===== config.mk =====
export PLATFORM = sky130hd
export DESIGN_NAME = min_cost_arbiter
export DESIGN_NICKNAME = d
export VERILOG_FILES = /design/src/arb_pkg.sv /design/src/grant_encoder.sv /design/src/min_cost_arbiter.sv /design/src/min_finder.sv /design/src/ones_counter.sv /design/src/req_analyzer.sv /design/src/result_fifo.sv
export SDC_FILE = /design/constraint.sdc
export NUM_CORES = 1
export LEC_CHECK = 0
export ABC_AREA = 1
export BUFFER_PORTS_ARGS = -buffer_cell sky130_fd_sc_hd__buf_2
export CAP_MARGIN = 10
export CORE_ASPECT_RATIO = 1.2
export CORE_MARGIN = 1
export CORE_UTILIZATION = 60
export DETAILED_ROUTE_END_ITERATION = 6
export GPL_ROUTABILITY_DRIVEN = 0
export PLACE_DENSITY_LB_ADDON = 0.08
export SYNTH_ARGS = -nofsm -noshare
export SYNTH_HDL_FRONTEND = slang
export SYNTH_HIERARCHICAL = 1
export SYNTH_SLANG_ARGS = --single-unit

===== constraint.sdc =====
create_clock -name clk -period 4.05 [get_ports clk]
set_input_delay 0.405 -clock clk [delete_from_list [all_inputs] [get_ports clk]]
set_output_delay 0.405 -clock clk [all_outputs]
set_load 0.01 [all_outputs]

===== src/arb_pkg.sv =====
package arb_pkg;

    // lane geometry
    localparam int NUM_LANES  = 8;
    localparam int LANE_W     = 3;

    // raw lane cost
    localparam int COST_W     = 5;
    // top bit set when the lane is not requesting, so it loses to any requester
    localparam int EXT_COST_W = COST_W + 1;

    // request count covers 0 to NUM_LANES
    localparam int COUNT_W    = 4;

    // carry-sum counter layout
    // two 7-bit groups plus one leftover bit give a 15-bit counter input
    localparam int CS_GROUP_W = 7;
    localparam int PC_IN_W    = 2 * CS_GROUP_W + 1;

    // result buffer between producer and consumer
    localparam int FIFO_DEPTH = 4;
    localparam int FIFO_PTR_W = 2;

    // one incoming transaction
    typedef struct packed {
        // one request bit per lane
        logic [NUM_LANES-1:0]             mask;
        // lane i cost sits in costs[i]
        logic [NUM_LANES-1:0][COST_W-1:0] costs;
    } req_t;

    // producer result, still one-hot
    typedef struct packed {
        logic [COUNT_W-1:0]               count;
        // one-hot, lowest cost and lowest index on ties
        logic [NUM_LANES-1:0]             winner;
        // raw costs, consumer picks the winner's cost out of these
        logic [NUM_LANES-1:0][COST_W-1:0] costs;
    } analysis_t;

    // final answer presented at the top level
    typedef struct packed {
        logic [COUNT_W-1:0] count;
        // zero when nobody requests
        logic [LANE_W-1:0]  index;
        // zero when nobody requests
        logic [COST_W-1:0]  cost;
    } grant_t;

endpackage


===== src/grant_encoder.sv =====
`timescale 1ns/1ps

module grant_encoder import arb_pkg::*; (
    input  logic      clk,
    input  logic      reset,
    input  logic      buf_valid,
    output logic      buf_ready,
    input  analysis_t buf_data,
    output logic      out_valid,
    input  logic      out_ready,
    output grant_t    out_grant
);

    // lane numbers gated by their one-hot bit
    logic [NUM_LANES-1:0][LANE_W-1:0] lane_gated;
    logic [LANE_W-1:0]                win_index;
    logic [COST_W-1:0]                win_cost;
    grant_t                           next_grant;
    logic                             take;

    // and stage of the one-hot to binary mux
    for (genvar i = 0; i < NUM_LANES; i++) begin : g_gate
        assign lane_gated[i] = {LANE_W{buf_data.winner[i]}} & LANE_W'(i);
    end

    // or stage, only one lane survives the gating
    always_comb begin
        win_index = '0;
        for (int i = 0; i < NUM_LANES; i++) begin
            win_index = win_index | lane_gated[i];
        end
    end

    // binary-select mux for the winner's cost
    assign win_cost = buf_data.costs[win_index];

    // empty request reports lane zero at cost zero
    always_comb begin
        next_grant.count = buf_data.count;
        if (buf_data.count == '0) begin
            next_grant.index = '0;
            next_grant.cost  = '0;
        end else begin
            next_grant.index = win_index;
            next_grant.cost  = win_cost;
        end
    end

    // single output register, free when empty or draining
    assign buf_ready = !out_valid || out_ready;
    assign take      = buf_valid && buf_ready;

    always_ff @(posedge clk) begin
        if (reset) begin
            out_valid <= 1'b0;
        end else if (buf_ready) begin
            out_valid <= buf_valid;
        end
    end

    // grant payload held while the receiver stalls
    always_ff @(posedge clk) begin
        if (take) begin
            out_grant <= next_grant;
        end
    end

endmodule


===== src/min_cost_arbiter.sv =====
`timescale 1ns/1ps

module min_cost_arbiter import arb_pkg::*; (
    input  logic   clk,
    input  logic   reset,
    input  logic   in_valid,
    output logic   in_ready,
    input  req_t   in_req,
    output logic   out_valid,
    input  logic   out_ready,
    output grant_t out_grant
);

    // producer to buffer
    logic      ana_valid;
    logic      ana_ready;
    analysis_t ana_data;

    // buffer to consumer
    logic      buf_valid;
    logic      buf_ready;
    analysis_t buf_data;

    // count and one-hot winner, registered
    req_analyzer req_analyzer_i (
        .clk       (clk),
        .reset     (reset),
        .in_valid  (in_valid),
        .in_ready  (in_ready),
        .in_req    (in_req),
        .ana_valid (ana_valid),
        .ana_ready (ana_ready),
        .ana_data  (ana_data)
    );

    // four entries of slack against out_ready
    result_fifo result_fifo_i (
        .clk       (clk),
        .reset     (reset),
        .ana_valid (ana_valid),
        .ana_ready (ana_ready),
        .ana_data  (ana_data),
        .buf_valid (buf_valid),
        .buf_ready (buf_ready),
        .buf_data  (buf_data)
    );

    // index encode, cost select, registered grant
    grant_encoder grant_encoder_i (
        .clk       (clk),
        .reset     (reset),
        .buf_valid (buf_valid),
        .buf_ready (buf_ready),
        .buf_data  (buf_data),
        .out_valid (out_valid),
        .out_ready (out_ready),
        .out_grant (out_grant)
    );

endmodule


===== src/min_finder.sv =====
`timescale 1ns/1ps

module min_finder import arb_pkg::*; (
    input  logic [NUM_LANES-1:0][EXT_COST_W-1:0] ext_costs,
    output logic [NUM_LANES-1:0]                 winner
);

    // full row of wins for lane i against every other lane
    logic [NUM_LANES-1:0] row [NUM_LANES];

    for (genvar i = 0; i < NUM_LANES; i++) begin : g_lane
        for (genvar j = 0; j < NUM_LANES; j++) begin : g_pair
            if (j > i) begin : g_upper
                // lane i is no worse than later lane j
                assign row[i][j] = (ext_costs[i] <= ext_costs[j]);
            end else if (j < i) begin : g_lower
                // same pair comparison inverted, earlier lane keeps ties
                assign row[i][j] = ~(ext_costs[j] <= ext_costs[i]);
            end else begin : g_diag
                assign row[i][j] = 1'b1;
            end
        end
        // win only if no other lane beats this one
        assign winner[i] = &row[i];
    end

    // strict-before and non-strict-after must leave exactly one winner
    always_comb begin
        assert ($onehot(winner))
            else $error("min_finder: winner %b not one-hot", winner);
    end

endmodule


===== src/ones_counter.sv =====
`timescale 1ns/1ps

module ones_counter import arb_pkg::*; (
    input  logic [NUM_LANES-1:0] mask,
    output logic [COUNT_W-1:0]   count
);

    // carry-sum group over 7 bits
    // result layout {a, b, c, s}: ones = s + 2 * (a + b + c)
    function automatic logic [3:0] cs_group(input logic [CS_GROUP_W-1:0] bits);
        logic [2:0] lo_ones;
        logic [1:0] hi_ones;
        logic       a;
        logic       b;
        logic       c;
        logic       s;
        // lower four bits, 0..4
        lo_ones = {2'b00, bits[0]} + {2'b00, bits[1]} + {2'b00, bits[2]} + {2'b00, bits[3]};
        // upper three bits, 0..3
        hi_ones = {1'b0, bits[4]} + {1'b0, bits[5]} + {1'b0, bits[6]};
        // odd total
        s = lo_ones[0] ^ hi_ones[0];
        // at least a pair in the lower half
        a = (lo_ones > 3'd1);
        // at least a pair in the upper half
        b = (hi_ones > 2'd1);
        // second pair of a full lower half, or the two odd ones together
        c = (lo_ones == 3'd4) | (lo_ones[0] & hi_ones[0]);
        return {a, b, c, s};
    endfunction

    // (7,3) counter, built from one more carry-sum group
    function automatic logic [2:0] pc_7_3(input logic [CS_GROUP_W-1:0] bits);
        logic [3:0] grp;
        logic [1:0] pairs;
        grp   = cs_group(bits);
        pairs = {1'b0, grp[3]} + {1'b0, grp[2]} + {1'b0, grp[1]};
        return {pairs, grp[0]};
    endfunction

    logic [PC_IN_W-1:0] pc_in;
    // carry-sum outputs of the two input groups
    logic [3:0]         grp0;
    logic [3:0]         grp1;
    // leftover bit plus the two sum bits
    logic [1:0]         tail_sum;
    // count of weight-two carries
    logic [2:0]         upper;

    // zero-pad the mask up to the 15-bit counter width
    assign pc_in = {{(PC_IN_W - NUM_LANES){1'b0}}, mask};

    assign grp0 = cs_group(pc_in[CS_GROUP_W-1:0]);
    assign grp1 = cs_group(pc_in[2*CS_GROUP_W-1:CS_GROUP_W]);

    // local adder, its carry joins the weight-two pool
    assign tail_sum = {1'b0, pc_in[PC_IN_W-1]} + {1'b0, grp0[0]} + {1'b0, grp1[0]};

    // six group carries and the tail carry, all weight two
    assign upper = pc_7_3({grp0[3:1], grp1[3:1], tail_sum[1]});

    assign count = {upper, tail_sum[0]};

    // more requests than lanes means the carry-sum tree is broken
    always_comb begin
        assert (count <= COUNT_W'(NUM_LANES))
            else $error("ones_counter: count %0d above lane total", count);
    end

endmodule


===== src/req_analyzer.sv =====
`timescale 1ns/1ps

module req_analyzer import arb_pkg::*; (
    input  logic      clk,
    input  logic      reset,
    input  logic      in_valid,
    output logic      in_ready,
    input  req_t      in_req,
    output logic      ana_valid,
    input  logic      ana_ready,
    output analysis_t ana_data
);

    // costs with the not-requesting flag on top
    logic [NUM_LANES-1:0][EXT_COST_W-1:0] ext_costs;
    logic [COUNT_W-1:0]                   req_count;
    logic [NUM_LANES-1:0]                 winner;
    // input handshake completes this cycle
    logic                                 take;

    // idle lanes get the top bit, so any requester beats them
    always_comb begin
        for (int i = 0; i < NUM_LANES; i++) begin
            ext_costs[i] = {~in_req.mask[i], in_req.costs[i]};
        end
    end

    ones_counter ones_counter_i (
        .mask  (in_req.mask),
        .count (req_count)
    );

    min_finder min_finder_i (
        .ext_costs (ext_costs),
        .winner    (winner)
    );

    // output register free when empty or draining this cycle
    assign in_ready = !ana_valid || ana_ready;
    assign take     = in_valid && in_ready;

    // valid follows the input only when the register can move
    always_ff @(posedge clk) begin
        if (reset) begin
            ana_valid <= 1'b0;
        end else if (in_ready) begin
            ana_valid <= in_valid;
        end
    end

    // payload, held under back-pressure
    always_ff @(posedge clk) begin
        if (take) begin
            ana_data.count  <= req_count;
            ana_data.winner <= winner;
            // raw costs, masking already done by the winner
            ana_data.costs  <= in_req.costs;
        end
    end

    // stalled result must not move until the buffer takes it
    assert property (@(posedge clk) disable iff (reset)
        ana_valid && !ana_ready |=> ana_valid && $stable(ana_data))
        else $error("req_analyzer: ana_data changed while stalled");

endmodule


===== src/result_fifo.sv =====
`timescale 1ns/1ps

module result_fifo import arb_pkg::*; (
    input  logic      clk,
    input  logic      reset,
    input  logic      ana_valid,
    output logic      ana_ready,
    input  analysis_t ana_data,
    output logic      buf_valid,
    input  logic      buf_ready,
    output analysis_t buf_data
);

    // storage
    analysis_t             mem [FIFO_DEPTH];
    logic [FIFO_PTR_W-1:0] wr_ptr;
    logic [FIFO_PTR_W-1:0] rd_ptr;
    // one extra bit to tell full from empty
    logic [FIFO_PTR_W:0]   occupancy;
    logic                  wr_en;
    logic                  rd_en;

    // full only blocks the producer, not the consumer's ready
    assign ana_ready = (occupancy != (FIFO_PTR_W + 1)'(FIFO_DEPTH));
    assign buf_valid = (occupancy != '0);
    // head entry, shows up the cycle after its write
    assign buf_data  = mem[rd_ptr];

    assign wr_en = ana_valid && ana_ready;
    assign rd_en = buf_valid && buf_ready;

    // pointers wrap on their own, depth is a power of two
    always_ff @(posedge clk) begin
        if (reset) begin
            wr_ptr    <= '0;
            rd_ptr    <= '0;
            occupancy <= '0;
        end else begin
            if (wr_en) begin
                wr_ptr <= wr_ptr + 1'b1;
            end
            if (rd_en) begin
                rd_ptr <= rd_ptr + 1'b1;
            end
            // simultaneous read and write leaves the level alone
            case ({wr_en, rd_en})
                2'b10:   occupancy <= occupancy + 1'b1;
                2'b01:   occupancy <= occupancy - 1'b1;
                default: occupancy <= occupancy;
            endcase
        end
    end

    always_ff @(posedge clk) begin
        if (wr_en) begin
            mem[wr_ptr] <= ana_data;
        end
    end

    // level stays in range and agrees with the pointer distance
    assert property (@(posedge clk) disable iff (reset)
        occupancy <= (FIFO_PTR_W + 1)'(FIFO_DEPTH) &&
        occupancy[FIFO_PTR_W-1:0] == FIFO_PTR_W'(wr_ptr - rd_ptr))
        else $error("result_fifo: overflow or underflow, level %0d", occupancy);

endmodule


==> flow_summary.yaml <==
outcome:
  outcome: "complete, no violations"
timing:
  final-hold-violation-count: 0
  fin_tns_setup_ns: 0
  slew_headroom: 0.422
  hold_slack_ns: 0.0866
  drv_slew: 0
  period_share: 0.628
  finalSetupViolations: 0
  max_freq_mhz: 393
  grt_setup_unrepaired: "false"
  fin_crit_ns: 2.54
  finalClockSkew_ns: 0.00683
  worstMarginPinSlew_ns: 0.865
drt:
  drt_iter0_drc: 676
  wl_um: 35800
  wl_per_cell_um: 18.6
  firstDrtPassIters: 5
  vias_per_cell: 5.53
  drc: 0
  antenna_left: 0
  vias: 10629
cts:
  cts_tree: "yes"
  path_clk_slew_ns: 0.07
  h-tree-depth: 1
  ctsRootBufferMaster: "clkbuf_16"
  cts_buffers: 25
  clock_latency_ns: 0.51
  postCtsHoldBufs: 0
  cts_setup_buffers: 0
  ctsResizeCount: 0
  cts_buffer_depth: 3
  numClockSinks: 278
global_route:
  grt_pass1_wl_um: 56100
  antenna_found_initial: 0
  grt_max_degree: 55
  grt_use_total: 0.274
  overflow: 0
  grt_pass1_vias: 10430
die:
  die_area_um2: 27000
  initial_core_util: 0.615
  coreArea_um2: 25700
  die_w_um: 150
  std_cell_rows: 64
  die_h_um: 180
  io_pins: 66
final_layout:
  utilization: 0.668
  nets: 1811
  stdcell_count: 1922
  area_delta_synth_final_pct: 8.59
  stdcell_area_um2: 17200
  antenna_cells: 0
  drive_above_1_share: 0.138
power_and_ir_drop:
  power_density_nw_per_um2: 520
  max-vdd-ir-drop_uv: 536
  leakage_nw: 7.38
worst_setup_path:
  cp_max_fo: 48
  critical_path_class: "register to register"
  cp.depth: 10
  worst_ep_required_time_ns: 4.44
  end_kind: "register"
  critical-path-top-delay-family: "simple AND/OR/NAND/NOR gates"
  critPathMaxStageDelay_ns: 0.47
  arrival_ns: 2.93
  r2r-end: "grant_encoder_i/out_grant[2]"
  cp_common_cell: "nand2_1"
  path_cells: "buf_4 -> o21ai_0 -> o22ai_2 -> nor2_4 -> nand2_2 -> inv_2 -> nand3_1 -> nand2_1 -> nand2_1 -> nand2_1"
  worstRegToRegCells: 10
  worstSetupStartpointType: "register"
  ff2ff_setup_slack_ns: 1.51
  path_buf_inv: 2
  critPathSlowestCell: "nor2_4"
synth:
  ys_warn_count: 6
  synth_nets: 1744
  syn-instance-count: 1508
  netlist_area_um2: 15800
  syn_area_per_cell_um2: 10.5
min_path:
  min_path_cells: 1
  hp-class: "input pin to register"
  min_from: "in_req[0]"
  min_to: "req_analyzer_i/ana_data[0]"
place:
  port_buffers: 65
  place_inst: 1878
  post-dp-hpwl_um: 24900
  placed_area_um2: 16400
flow_run:
  cap_violations: 0
[through the flow]
stage	total power [W]	setup WS (ns)
3_5_place_dp	0.00680	1.08
5_1_grt	0.00947	1.36
3_3_place_gp	0.00672	1.12
6_report	0.00893	1.51
4_1_cts	0.00898	1.51
2_1_floorplan	0.00608	0.531
[report_power, final]
group          switching (W)  total [W]  internal (W)
Clock               0.000965    0.00220       0.00123
Sequential          0.000118    0.00362       0.00350
Combinational        0.00210    0.00311       0.00101
[worst max path at each step]
stage / from / endpoint / slack, ns
floorplan: result_fifo_i/occupancy[1] / req_analyzer_i/ana_data[0] / 0.53
global placement: in_req[40] / req_analyzer_i/ana_data[50] / 1.12
detailed placement: in_req[40] / req_analyzer_i/ana_data[50] / 1.08
CTS: register / grant_encoder_i/out_grant[2] / 1.51
global route: register / grant_encoder_i/out_grant[2] / 1.36
finish: register / grant_encoder_i/out_grant[2] / 1.51
[layout make-up]
cell class / instances / area [µm²]
tap: 330 / 413
multi-input combinational: 978 / 6500
clock buffer: 34 / 679
timing repair buffer: 79 / 455
sequential: 278 / 8240
fill: 1988 / 8540
clock inverter: 10 / 75.1
inverter: 213 / 802
[layout by cell type, fill, tap and decap left out, types with 25 or more instances in the layout]
cell type and instances:
nor2_4 43, edfxtp_1 267, nand2_1 295, buf_2 65
o22ai_2 37, o21ai_0 92, nor2_1 114, a21oi_1 35
ha_1 180, inv_1 205, nand3_1 98, clkbuf_16 25
[routing by layer]
layer  GRT usage  routed length, µm
met1       0.354              14800
met2       0.475              18100
met3      0.0289               1750
met4      0.0937               1140
met5           0                  0
[registers in the layout, summed over array words and instances (netlist names), named ones only]
signal / cells
req_analyzer_i/ana_data: 51
result_fifo_i/mem: 204
req_analyzer_i/ana_valid: 1
grant_encoder_i/out_grant: 12
result_fifo_i/rd_ptr: 2
result_fifo_i/occupancy: 3
grant_encoder_i/out_valid: 1
result_fifo_i/wr_ptr: 2
(Power assumes the default switching activity.)
